$ cat config.mk
export PLATFORM = sky130hd
export DESIGN_NAME = fetch_top
export DESIGN_NICKNAME = d
export VERILOG_FILES = /design/src/fetch_pkg.sv /design/src/branch_predict.sv /design/src/fetch_unit.sv /design/src/icache.sv /design/src/inst_queue.sv /design/src/fetch_top.sv
export SDC_FILE = /design/constraint.sdc
export NUM_CORES = 1
export LEC_CHECK = 0
export BUFFER_PORTS_ARGS = -buffer_cell sky130_fd_sc_hd__buf_2
export CORE_MARGIN = 4
export CORE_UTILIZATION = 59
export CTS_BUF_LIST = sky130_fd_sc_hd__clkbuf_4 sky130_fd_sc_hd__clkbuf_8
export DETAILED_ROUTE_END_ITERATION = 10
export PLACE_DENSITY_LB_ADDON = 0.2
export SLEW_MARGIN = 10
export SYNTH_ARGS = -nofsm -noshare
export SYNTH_HDL_FRONTEND = slang
export SYNTH_SLANG_ARGS = --single-unit
$ cat constraint.sdc
create_clock -name clk_in -period 13.6 [get_ports clk_in]
set_input_delay 1.36 -clock clk_in [delete_from_list [all_inputs] [get_ports clk_in]]
set_output_delay 1.36 -clock clk_in [all_outputs]
set_load 0.02 [all_outputs]
$ cat src/fetch_pkg.sv
package fetch_pkg;

	// ################################################
	// Datapath widths
	// ################################################
	localparam int ADDR_WIDTH = 32;
	localparam int INST_WIDTH = 32;

	// First fetch after reset
	localparam logic [ADDR_WIDTH-1:0] RESET_PC = '0;

	// ################################################
	// RV32I major opcodes seen by the predictor
	// ################################################
	localparam logic [6:0] OPC_JAL    = 7'b1101111;
	localparam logic [6:0] OPC_BRANCH = 7'b1100011;

endpackage : fetch_pkg

$ cat src/branch_predict.sv
module branch_predict (
	input  logic                            enq_valid,
	input  logic [fetch_pkg::INST_WIDTH-1:0] enq_inst,
	input  logic [fetch_pkg::ADDR_WIDTH-1:0] enq_pc,
	output logic                            bp_valid,
	output logic [fetch_pkg::ADDR_WIDTH-1:0] bp_target
);

	import fetch_pkg::*;

	logic [6:0]            opcode;
	logic                  is_jal;
	logic                  is_branch;
	logic                  backward;
	logic [ADDR_WIDTH-1:0] j_imm;
	logic [ADDR_WIDTH-1:0] b_imm;

	assign opcode    = enq_inst[6:0];
	assign is_jal    = opcode == OPC_JAL;
	assign is_branch = opcode == OPC_BRANCH;

	// ################################################
	// Immediate assembly
	// ################################################
	// J-type: imm[20|10:1|11|19:12]
	assign j_imm = {
		{(ADDR_WIDTH - 20){enq_inst[31]}},
		enq_inst[19:12],
		enq_inst[20],
		enq_inst[30:21],
		1'b0
	};

	// B-type: imm[12|10:5] ... imm[4:1|11]
	assign b_imm = {
		{(ADDR_WIDTH - 12){enq_inst[31]}},
		enq_inst[7],
		enq_inst[30:25],
		enq_inst[11:8],
		1'b0
	};

	// Sign bit set means a loop back edge
	assign backward = enq_inst[31];

	// ################################################
	// Prediction
	// ################################################
	assign bp_valid  = enq_valid && (is_jal || (is_branch && backward));
	assign bp_target = enq_pc + (is_jal ? j_imm : b_imm);

endmodule : branch_predict

$ cat src/fetch_unit.sv
module fetch_unit (
	input  logic                            clk_in,
	input  logic                            rst_in,
	input  logic                            rdy_in,

	// Cache side
	input  logic                            cache_miss,
	input  logic [fetch_pkg::INST_WIDTH-1:0] cache_inst,
	output logic [fetch_pkg::ADDR_WIDTH-1:0] fetch_addr,

	// Queue side
	output logic                            enq_valid,
	output logic [fetch_pkg::INST_WIDTH-1:0] enq_inst,
	output logic [fetch_pkg::ADDR_WIDTH-1:0] enq_pc,
	input  logic                            queue_ready,

	// Redirect sources
	input  logic                            bp_valid,
	input  logic [fetch_pkg::ADDR_WIDTH-1:0] bp_target,
	input  logic                            decoder_valid,
	input  logic [fetch_pkg::ADDR_WIDTH-1:0] decoder_target,
	input  logic                            rob_valid,
	input  logic [fetch_pkg::ADDR_WIDTH-1:0] rob_target
);

	import fetch_pkg::*;

	typedef enum logic [1:0] {
		IDLE    = 2'b00,
		PENDING = 2'b01,
		LOCKED  = 2'b10
	} state_t;

	state_t state;
	logic [ADDR_WIDTH-1:0] pc;
	logic [ADDR_WIDTH-1:0] pc_temp;

	logic                  redir_valid;
	logic [ADDR_WIDTH-1:0] redir_target;
	logic [ADDR_WIDTH-1:0] seq_next;

	// ################################################
	// Redirect arbitration, ROB first
	// ################################################
	assign redir_valid = (state != LOCKED) && (rob_valid || decoder_valid || bp_valid);

	assign redir_target = rob_valid     ? rob_target :
	                      decoder_valid ? decoder_target :
	                                      bp_target;

	// Held address wins once the stalled word goes in
	assign seq_next = (state == IDLE) ? pc + ADDR_WIDTH'(4) : pc_temp;

	always_ff @(posedge clk_in) begin
		if (rst_in) begin
			pc         <= RESET_PC;
			fetch_addr <= RESET_PC;
			enq_valid  <= 1'b0;
			state      <= IDLE;
		end else if (!rdy_in) begin
			// Stalled, enqueue pulse still ends
			enq_valid <= 1'b0;
		end else if (redir_valid) begin
			enq_valid <= 1'b0;
			if (rob_valid || state == IDLE) begin
				pc         <= redir_target;
				fetch_addr <= redir_target;
				state      <= IDLE;
			end else begin
				// Word at pc still owed to the queue
				pc_temp <= redir_target;
				state   <= LOCKED;
			end
		end else if (!cache_miss && queue_ready) begin
			enq_valid  <= 1'b1;
			enq_inst   <= cache_inst;
			enq_pc     <= pc;
			pc         <= seq_next;
			fetch_addr <= seq_next;
			state      <= IDLE;
		end else begin
			enq_valid <= 1'b0;
			if (!cache_miss && state == IDLE) begin
				pc_temp <= pc + ADDR_WIDTH'(4);
				state   <= PENDING;
			end
		end
	end

endmodule : fetch_unit

$ cat src/icache.sv
module icache #(
	parameter int CACHE_INDEX_BITS = 4
) (
	input  logic                            clk_in,
	input  logic                            rst_in,

	// Lookup
	input  logic [fetch_pkg::ADDR_WIDTH-1:0] fetch_addr,
	output logic                            cache_miss,
	output logic [fetch_pkg::INST_WIDTH-1:0] cache_inst,

	// External memory
	output logic                            mem_req,
	output logic [fetch_pkg::ADDR_WIDTH-1:0] mem_addr,
	input  logic [fetch_pkg::INST_WIDTH-1:0] mem_data,
	input  logic                            mem_valid
);

	import fetch_pkg::*;

	localparam int LINES = 1 << CACHE_INDEX_BITS;
	localparam int TAG_W = ADDR_WIDTH - CACHE_INDEX_BITS - 2;

	logic [TAG_W-1:0]      tag_mem  [LINES];
	logic [INST_WIDTH-1:0] data_mem [LINES];
	logic [LINES-1:0]      valid_bits;

	logic [CACHE_INDEX_BITS-1:0] rd_index;
	logic [TAG_W-1:0]            rd_tag;
	logic [CACHE_INDEX_BITS-1:0] fill_index;
	logic [TAG_W-1:0]            fill_tag;
	logic                        fill_done;

	// ################################################
	// Hit path
	// ################################################
	assign rd_index = fetch_addr[CACHE_INDEX_BITS+1:2];
	assign rd_tag   = fetch_addr[ADDR_WIDTH-1:CACHE_INDEX_BITS+2];

	assign cache_miss = !(valid_bits[rd_index] && (tag_mem[rd_index] == rd_tag));
	assign cache_inst = data_mem[rd_index];

	// ################################################
	// Miss handling
	// ################################################
	// Fill slot comes from the latched request, not fetch_addr
	assign fill_index = mem_addr[CACHE_INDEX_BITS+1:2];
	assign fill_tag   = mem_addr[ADDR_WIDTH-1:CACHE_INDEX_BITS+2];
	assign fill_done  = mem_req && mem_valid;

	always_ff @(posedge clk_in) begin
		if (rst_in) begin
			mem_req    <= 1'b0;
			valid_bits <= '0;
		end else if (mem_req) begin
			if (mem_valid) begin
				mem_req                <= 1'b0;
				valid_bits[fill_index] <= 1'b1;
			end
		end else if (cache_miss) begin
			mem_req  <= 1'b1;
			mem_addr <= {fetch_addr[ADDR_WIDTH-1:2], 2'b00};
		end
	end

	// Line contents
	always_ff @(posedge clk_in) begin
		if (fill_done) begin
			tag_mem[fill_index]  <= fill_tag;
			data_mem[fill_index] <= mem_data;
		end
	end

endmodule : icache

$ cat src/inst_queue.sv
module inst_queue #(
	parameter int QUEUE_DEPTH = 4
) (
	input  logic                            clk_in,
	input  logic                            rst_in,
	input  logic                            flush,

	input  logic                            enq_valid,
	input  logic [fetch_pkg::INST_WIDTH-1:0] enq_inst,
	input  logic [fetch_pkg::ADDR_WIDTH-1:0] enq_pc,
	output logic                            queue_ready,

	input  logic                            deq_ready,
	output logic                            deq_valid,
	output logic [fetch_pkg::INST_WIDTH-1:0] deq_inst,
	output logic [fetch_pkg::ADDR_WIDTH-1:0] deq_pc
);

	import fetch_pkg::*;

	localparam int PTR_W = $clog2(QUEUE_DEPTH);
	localparam int CNT_W = $clog2(QUEUE_DEPTH + 1);
	localparam int LAST  = QUEUE_DEPTH - 1;

	localparam logic [PTR_W-1:0] LAST_PTR  = LAST[PTR_W-1:0];
	localparam logic [CNT_W-1:0] DEPTH_CNT = QUEUE_DEPTH[CNT_W-1:0];

	logic [INST_WIDTH-1:0] inst_mem [QUEUE_DEPTH];
	logic [ADDR_WIDTH-1:0] pc_mem   [QUEUE_DEPTH];

	logic [PTR_W-1:0] rd_ptr;
	logic [PTR_W-1:0] wr_ptr;
	logic [CNT_W-1:0] count;
	logic [CNT_W:0]   fill_next;
	logic             push;
	logic             pop;

	function automatic logic [PTR_W-1:0] next_ptr(input logic [PTR_W-1:0] ptr);
		if (ptr == LAST_PTR)
			return '0;
		return ptr + 1'b1;
	endfunction

	assign push = enq_valid && (count < DEPTH_CNT);
	assign pop  = deq_ready && (count != '0);

	// Lookahead, the enqueue register adds a cycle of latency
	assign fill_next   = {1'b0, count} + {{CNT_W{1'b0}}, enq_valid};
	assign queue_ready = fill_next < {1'b0, DEPTH_CNT};

	assign deq_valid = count != '0;
	assign deq_inst  = inst_mem[rd_ptr];
	assign deq_pc    = pc_mem[rd_ptr];

	// ################################################
	// Pointers and count
	// ################################################
	always_ff @(posedge clk_in) begin
		if (rst_in || flush) begin
			rd_ptr <= '0;
			wr_ptr <= '0;
			count  <= '0;
		end else begin
			if (push)
				wr_ptr <= next_ptr(wr_ptr);
			if (pop)
				rd_ptr <= next_ptr(rd_ptr);
			if (push && !pop)
				count <= count + 1'b1;
			else if (pop && !push)
				count <= count - 1'b1;
		end
	end

	always_ff @(posedge clk_in) begin
		if (push && !flush) begin
			inst_mem[wr_ptr] <= enq_inst;
			pc_mem[wr_ptr]   <= enq_pc;
		end
	end

endmodule : inst_queue

$ cat src/fetch_top.sv
module fetch_top #(
	parameter int CACHE_INDEX_BITS = 4,
	parameter int QUEUE_DEPTH      = 4
) (
	input  logic                            clk_in,
	input  logic                            rst_in,
	input  logic                            rdy_in,

	// External memory
	output logic                            mem_req,
	output logic [fetch_pkg::ADDR_WIDTH-1:0] mem_addr,
	input  logic [fetch_pkg::INST_WIDTH-1:0] mem_data,
	input  logic                            mem_valid,

	// Redirects from later stages
	input  logic                            decoder_valid,
	input  logic [fetch_pkg::ADDR_WIDTH-1:0] decoder_target,
	input  logic                            rob_valid,
	input  logic [fetch_pkg::ADDR_WIDTH-1:0] rob_target,

	// Consumer
	input  logic                            deq_ready,
	output logic                            deq_valid,
	output logic [fetch_pkg::INST_WIDTH-1:0] deq_inst,
	output logic [fetch_pkg::ADDR_WIDTH-1:0] deq_pc
);

	import fetch_pkg::*;

	logic                  cache_miss;
	logic [INST_WIDTH-1:0] cache_inst;
	logic [ADDR_WIDTH-1:0] fetch_addr;
	logic                  enq_valid;
	logic [INST_WIDTH-1:0] enq_inst;
	logic [ADDR_WIDTH-1:0] enq_pc;
	logic                  queue_ready;
	logic                  bp_valid;
	logic [ADDR_WIDTH-1:0] bp_target;

	fetch_unit i_fetch_unit (
		.clk_in         (clk_in),
		.rst_in         (rst_in),
		.rdy_in         (rdy_in),
		.cache_miss     (cache_miss),
		.cache_inst     (cache_inst),
		.fetch_addr     (fetch_addr),
		.enq_valid      (enq_valid),
		.enq_inst       (enq_inst),
		.enq_pc         (enq_pc),
		.queue_ready    (queue_ready),
		.bp_valid       (bp_valid),
		.bp_target      (bp_target),
		.decoder_valid  (decoder_valid),
		.decoder_target (decoder_target),
		.rob_valid      (rob_valid),
		.rob_target     (rob_target)
	);

	icache #(
		.CACHE_INDEX_BITS (CACHE_INDEX_BITS)
	) i_icache (
		.clk_in     (clk_in),
		.rst_in     (rst_in),
		.fetch_addr (fetch_addr),
		.cache_miss (cache_miss),
		.cache_inst (cache_inst),
		.mem_req    (mem_req),
		.mem_addr   (mem_addr),
		.mem_data   (mem_data),
		.mem_valid  (mem_valid)
	);

	// ROB redirect also drops everything queued
	inst_queue #(
		.QUEUE_DEPTH (QUEUE_DEPTH)
	) i_inst_queue (
		.clk_in      (clk_in),
		.rst_in      (rst_in),
		.flush       (rob_valid),
		.enq_valid   (enq_valid),
		.enq_inst    (enq_inst),
		.enq_pc      (enq_pc),
		.queue_ready (queue_ready),
		.deq_ready   (deq_ready),
		.deq_valid   (deq_valid),
		.deq_inst    (deq_inst),
		.deq_pc      (deq_pc)
	);

	branch_predict i_branch_predict (
		.enq_valid (enq_valid),
		.enq_inst  (enq_inst),
		.enq_pc    (enq_pc),
		.bp_valid  (bp_valid),
		.bp_target (bp_target)
	);

endmodule : fetch_top

==> impl_metrics.py, run 1 <==
metrics = {
    "timing": {
        "final.setup_skew_ns": 0.02746,
        "fmax_mhz": 182.2,
        "hold_violations": 0,
        "report.final.slew_viol_count": 0,
        "finalCritPeriodShare_pct": 40.37,
        "relSlewSlack_pct": 24.22,
        "min_period_ns": 5.490,
        "setup_ws_ns": 8.110,
        "worst_pin_slew_ns": 1.137,
        "rsz0062_at_grt": "false",
        "setup_violations": 0,
        "setup_tns_ns": 0,
    },
    "clock_network": {
        "post_cts.repair.setup_buffers": 0,
        "cts_buffers": 203,
        "htree_num_levels": 4,
        "cts_resized": 0,
        "cts_hold_buffers": 0,
        "cts.sinks": 1375,
        "clk_pin_slew_ns": 0.07,
        "cts_tree": "done",
        "clkLatencyLatePin_ns": 0.85,
        "clockBufferDepth": 3,
        "root_buffer": "clkbuf_8",
    },
    "synthesis": {
        "synth_seq_cells": 1375,
        "syn_area_per_cell_um2": 19.69,
        "syn_area_um2": 54970,
        "synth_top_area_cell": "edfxtp_1",
        "synth_edf_count": 1310,
        "async_flop_share_pct": 0,
        "synth_top_area_share_pct": 71.57,
        "yosys_warnings": 0,
        "synth_area_leaders": "edfxtp_1 (72%), mux4_2 (13%), dfxtp_1 (2.4%)",
        "ys_seq_area_share_pct": 73.93,
        "ys_types": 77,
        "synth-adder-area-share_pct": 0.9833,
        "synthMuxAreaShare_pct": 14.95,
        "synthXorXnorAreaFrac_pct": 1.434,
        "ys_top_cells_by_count": "edfxtp_1 (1310), mux4_2 (324), nor2_1 (103)",
        "synthCells": 2791,
        "synth.most_common_cell": "edfxtp_1",
        "synth_top_family_by_area": "multiplexers",
        "synth_simple_gate_area_share_pct": 3.130,
        "synth_compound_area_share_pct": 4.095,
        "ys.flop_type": "edfxtp_1",
    },
    "global_route": {
        "grtUsageMet3_pct": 6.030,
        "first_global_vias": 29440,
        "grtUsageTotal_pct": 26.46,
        "grt.busiest_layer": "met2",
        "antenna_found_initial": 14,
        "grt_start_max_net_pins": 65,
        "grt_overflow": 0,
        "grt_use_met1_pct": 37.32,
        "use_met2_pct": 41.85,
        "grt_pass1_wl_mm": 190.9,
    },
    "route": {
        "dr.pass1.iters": 6,
        "finalWirelength_mm": 127.9,
        "first_iter_violations": 3131,
        "wl_per_cell_um": 28.35,
        "ant_nets": 0,
        "viasPerCell": 6.336,
        "drc": 0,
        "vias": 28590,
    },
    "place": {
        "pre_cts_ws_ns": 7.993,
        "dp.cells": 4134,
        "port_buffers": 198,
        "dp_hpwl_mm": 75.49,
        "gp_congestion": 0.9974,
    },
    "die": {
        "die_area_um2": 98110,
        "num_rows": 111,
        "die_h_um": 313.2,
        "die-width_um": 313.2,
        "coreArea_um2": 92080,
        "initial_core_util_pct": 59.70,
        "io_pins": 201,
    },
    "power": {
        "vdd_drop_max_v": 0.00007756,
        "p_per_area_nw_per_um2": 138.3,
        "leakagePower_uw": 0.01987,
    },
    "cells_and_area": {
        "drive_gt1_share_pct": 29.82,
        "finalNonFillerCells": 4512,
        "fin_nets": 3241,
        "syn2layout_area_growth_pct": 11.92,
    },
    "hold_path": {
        "hold_class": "reg -> reg",
        "hp-start": "i_fetch_unit.fetch_addr[8]",
    },
    "worst_setup_path": {
        "required_ns": 14.05,
        "worstSetupPathType": "reg -> reg",
        "worstPathMaxFanout": 64,
        "critPathArrivalTime_ns": 5.94,
        "critPathLaunchType": "register",
        "setup.worst_path.end_class": "register",
    },
    "job": {
        "max_cap_violations": 0,
    },
    "run_status": {
        "outcome": "complete, no violations",
    },
}
## registers in the layout, indices dropped and copies added (netlist names), named ones only
signal	flops
i_icache.mem_addr	30
i_icache.valid_bits	16
i_inst_queue.wr_ptr	2
i_inst_queue.pc_mem	128
i_fetch_unit.state	2
i_fetch_unit.enq_pc	32
i_icache.tag_mem	416
i_inst_queue.rd_ptr	2
i_icache.mem_req	1
i_inst_queue.count	3
i_fetch_unit.fetch_addr	32
i_inst_queue.inst_mem	128
i_fetch_unit.pc_temp	32
i_fetch_unit.enq_valid	1
i_fetch_unit.enq_inst	32
i_icache.data_mem	512
## per-stage QoR
stage	hold WS, ns	cell area, um^2	power (uW)	utilization, %
2_1_floorplan	0.4237	54970	5089	-
3_5_place_dp	0.4229	57390	5258	62.33
4_1_cts	0.4186	61500	8571	66.79
5_1_grt	0.4267	61510	8811	66.80
6_report	0.4135	61520	8509	66.81
3_3_place_gp	0.4195	57390	5243	62.33
## power breakdown
| group | switching (uW) | internal [uW] |
|---|---|---|
| clock | 1520 | 1820 |
| combinational | 247 | 190 |
| sequential | 68.4 | 4670 |
## layout make-up
| type | instances | area [um^2] |
|---|---|---|
| clock inverter | 87 | 684.4 |
| multi-input combinational | 1236 | 13680 |
| fill | 5904 | 30560 |
| clock buffer | 285 | 3428 |
| timing repair buffer | 249 | 1374 |
| inverter | 31 | 116.4 |
| tap | 1243 | 1555 |
| antenna | 6 | 15.01 |
| sequential | 1375 | 40670 |
## worst max-delay path, stage by stage (launching register included)
cell      delay, ns
dfxtp_4        0.94
buf_4          0.84
mux4_2         0.61
a22o_1         0.24
a221oi_1       0.39
xnor2_1        0.18
nand3_1        0.09
or3_1          0.39
and4bb_1       0.49
and4_4         0.82
## metal layers
layer	vias up	share of wire, %
li1	12110	-
met3	221	10
met2	1542	48
met4	4	3.0
met1	14720	39
met5	-	0.023
## cells by family after synthesis
| logic type | Yosys count |
|---|---|
| AO/OA/AOI/OAI | 335 |
| XOR/XNOR | 90 |
| adder cells (fa/ha/maj) | 42 |
| buffers and inverters | 181 |
| flip-flops | 1375 |
| multiplexers | 413 |
| other | 1 |
| AND/OR/NAND/NOR | 354 |
## path summary, 6_finish.rpt
check	slack, ns	cells after the start	to
max	8.11	9	i_fetch_unit.enq_inst[25]
min	0.41	0	i_fetch_unit.enq_pc[8]
max reg2reg	8.11	9	i_fetch_unit.enq_inst[25]
min reg2reg	0.41	0	i_fetch_unit.enq_pc[8]
## layout by cell type, fill, tap and decap left out, types with 7 or more instances in the layout
cell type,Yosys,routed
a21o_1,31,31
o211ai_1,31,31
bufinv_16,0,10
o21ai_0,65,65
ha_1,40,40
nor2_1,103,90
inv_1,30,30
and3_1,8,8
xor2_1,24,24
mux2i_1,66,66
a31oi_1,9,9
o22ai_1,15,15
buf_4,13,51
nor2b_1,13,13
clkbuf_4,0,79
nand3_1,30,30
mux4_2,324,324
a21oi_1,78,78
and4_1,10,9
xnor2_1,66,66
mux2_2,23,23
nor3_1,30,25
clkinv_2,0,22
o21bai_1,8,8
dfxtp_1,65,55
clkinv_1,1,45
nand4_1,9,9
clkbuf_8,0,206
edfxtp_1,1310,1310
a211oi_1,22,22
buf_2,16,198
or3_1,7,7
o21a_1,17,17
nand2_1,91,90
nand2b_1,18,18
nor2_4,0,13
No activity file was read; power rests on OpenSTA's default activity.
==> run 2, diff against run 1 <==
--- a/config.mk
+++ b/config.mk
@@ -7,7 +7,7 @@
 export LEC_CHECK = 0
 export BUFFER_PORTS_ARGS = -buffer_cell sky130_fd_sc_hd__buf_2
 export CORE_MARGIN = 4
-export CORE_UTILIZATION = 59
+export CORE_UTILIZATION = 58
 export CTS_BUF_LIST = sky130_fd_sc_hd__clkbuf_4 sky130_fd_sc_hd__clkbuf_8
 export DETAILED_ROUTE_END_ITERATION = 10
 export PLACE_DENSITY_LB_ADDON = 0.2
==> constraint.sdc (replaced) <==
create_clock -name clk_in -period 4.99 [get_ports clk_in]
set_input_delay 0.499 -clock clk_in [delete_from_list [all_inputs] [get_ports clk_in]]
set_output_delay 0.499 -clock clk_in [all_outputs]
set_load 0.02 [all_outputs]
==> run 2 against run 1 <==
Fmax grew 25%. Via count grew 2.0%. Core utilization shrank 0.098 points. Critical endpoint is now i_fetch_unit.pc_temp[28]. Final cell count grew 2.2%. Sequential share of layout area shrank 0.99 points. Clock-buffer cell count grew 6. Cell area grew 1.5%. Highest routed layer unchanged. First-iteration DRC count grew 5.9%. Die area grew 1.7%. Combinational power grew to 2.9 times the previous value. Clock skew grew 0.013 ns.
==> impl_metrics.py, run 2 (same netlist as run 1, synthesis figures left out) <==
metrics = {
    "run_status": {
        "outcome": "complete, no violations",
    },
    "place": {
        "dp_hpwl_mm": 81.62,
        "gp_congestion": 0.9014,
        "port_buffers": 198,
        "pre_cts_ws_ns": 0.6019,
    },
    "timing": {
        "setup_ws_ns": 0.5815,
        "rsz0062_at_grt": "false",
        "setup_violations": 0,
        "fmax_mhz": 226.8,
        "setup_tns_ns": 0,
        "relSlewSlack_pct": 23.53,
        "hold_violations": 0,
        "final.setup_skew_ns": 0.04058,
        "report.final.slew_viol_count": 0,
        "worst_pin_slew_ns": 1.147,
        "min_period_ns": 4.409,
        "finalCritPeriodShare_pct": 88.35,
    },
    "power": {
        "vdd_drop_max_v": 0.0002542,
        "p_per_area_nw_per_um2": 370.4,
        "p_comb_share_pct": 5.5,
        "pwr-share-clk_pct": 38.8,
        "leakagePower_uw": 0.02033,
        "sw_frac_of_total_pct": 22.12,
        "switchingPower_uw": 5117,
        "internal_power_uw": 18010,
        "pwr-share-seq_pct": 55.7,
    },
    "worst_setup_path": {
        "slowest_stage": "o311ai_0",
        "slowest_delay_ns": 0.47,
        "worstSetupPathType": "reg -> reg",
        "required_ns": 5.57,
        "r2r_slack_ns": 0.58,
        "crit_top_cell": "o21ai_0",
        "setup.worst_path.end_class": "register",
        "critPathLaunchType": "register",
        "worstPathMaxFanout": 10,
        "critPathArrivalTime_ns": 4.99,
        "path_cells": "nand3_1 > nor3b_1 > and3_1 > buf_4 > mux2_2 > ha_1 > nand4_1 > nor3_1 > nand2_1 > a22oi_1 > a41oi_1 > o311ai_0 > xnor2_1 > o21ai_0 > o211ai_1 > o21ai_0",
    },
    "clock_network": {
        "cts_tree": "done",
        "root_buffer": "clkbuf_8",
        "cts.sinks": 1375,
        "htree_num_levels": 4,
        "clkLatencyLatePin_ns": 0.88,
        "cts_hold_buffers": 38,
        "clk_pin_slew_ns": 0.06,
        "cts_buffers": 209,
        "clockBufferDepth": 3,
        "cts_resized": 0,
        "post_cts.repair.setup_buffers": 0,
    },
    "die": {
        "die-width_um": 315.9,
        "die_h_um": 315.9,
        "num_rows": 112,
        "initial_core_util_pct": 58.72,
        "coreArea_um2": 93610,
        "die_area_um2": 99760,
        "io_pins": 201,
    },
    "global_route": {
        "grtUsageTotal_pct": 26.96,
        "grt_overflow": 0,
        "grt_pass1_wl_mm": 195.3,
        "grt_start_max_net_pins": 77,
        "antenna_found_initial": 4,
        "first_global_vias": 29820,
    },
    "cells_and_area": {
        "final_cell_mix": "edfxtp_1 (1310), mux4_2 (324), clkbuf_8 (212)",
        "syn2layout_area_growth_pct": 13.61,
        "top_regs": "i_icache.data_mem x512, i_icache.tag_mem x416",
        "drive_gt1_share_pct": 30.51,
        "final_common_cell": "edfxtp_1",
        "fin_nets": 3334,
        "fill_cells": 6191,
        "largest_reg_flops": 512,
        "regMostFlops": "i_icache.data_mem",
    },
    "job": {
        "max_cap_violations": 0,
    },
    "route": {
        "routed-wl-met2_mm": 63.04,
        "finalWirelength_mm": 131.6,
        "vias": 29160,
        "met1_length_mm": 52.70,
        "first_iter_violations": 3315,
        "ant_nets": 0,
        "highest_layer": "met5",
        "drc": 0,
        "viasPerCell": 6.322,
        "wl_per_cell_um": 28.54,
        "wl_met3_mm": 11.77,
        "dr.pass1.iters": 5,
    },
    "hold_path": {
        "hold_class": "in -> reg",
    },
}
## run 2: changes by cell type in the layout (fill, tap and decap cells not counted), sizes merged, moves of 3 or more
cell         before  now
buf             249  298
clkbuf          285  291
diode             6    2
bufinv           10    3
dlygate4sd3       0   38
inv              36   42
clkinv           68   71
## run 2: final cells by class
cell class / instances / area, um^2 / area share [%]
sequential: 1375 / 40670 / 65.12
multi-input combinational: 1236 / 13710 / 21.95
clock buffer: 291 / 3511 / 5.622
timing repair buffer: 336 / 2310 / 3.699
tap: 1254 / 1569 / 2.512
clock inverter: 87 / 565.5 / 0.9056
inverter: 31 / 116.4 / 0.1863
antenna: 2 / 5.005 / 0.008014
## run 2: routing by layer
layer | up-vias | track usage, %
met2 | 1462 | 42.00
met5 | - | 0
met4 | 2 | 9.563
met1 | 15160 | 38.93
met3 | 216 | 5.296
li1 | 12310 | -
## run 2: path summary, 6_finish.rpt
check                           cells after the start                startpoint                  endpoint
worst max-delay path                               16  i_fetch_unit.enq_inst[5]  i_fetch_unit.pc_temp[28]
worst min-delay path                                3            rob_target[26]  i_fetch_unit.pc_temp[26]
worst max register to register                     16  i_fetch_unit.enq_inst[5]  i_fetch_unit.pc_temp[28]
worst min register to register                      1    i_icache.valid_bits[4]    i_icache.valid_bits[4]
## run 2: power by group through the flow
stage,Combinational (uW),Sequential [uW],Clock [uW]
after floorplan,826,13000,0
after global placement,1220,13100,0
after detailed placement,1250,13100,0
after CTS,1280,12900,9150
after global routing,1370,12900,9700
final,1280,12900,8960
## run 2: per-stage QoR
step	instance area, um^2	std cells	util [%]	hold WS (ns)	total power [uW]
final	62450	4612	66.71	0.09063	23130
after global routing	62450	4612	66.71	0.07299	23970
after CTS	62440	4610	66.71	0.009972	23320
after detailed placement	57990	4194	61.95	0.4490	14380
after global placement	57990	4194	61.95	0.4312	14340
after floorplan	55000	2792	-	0.4237	13870
## run 2: worst max-delay path: cells and delay by family, from the launching register on
family          cells  cell delay, ns
compound gates      6            1.49
xor+xnor            1            0.19
fa+ha+maj           1            0.33
buf+inv             1            0.22
flops               1            0.41
mux                 1            0.36
simple gates        6            1.13
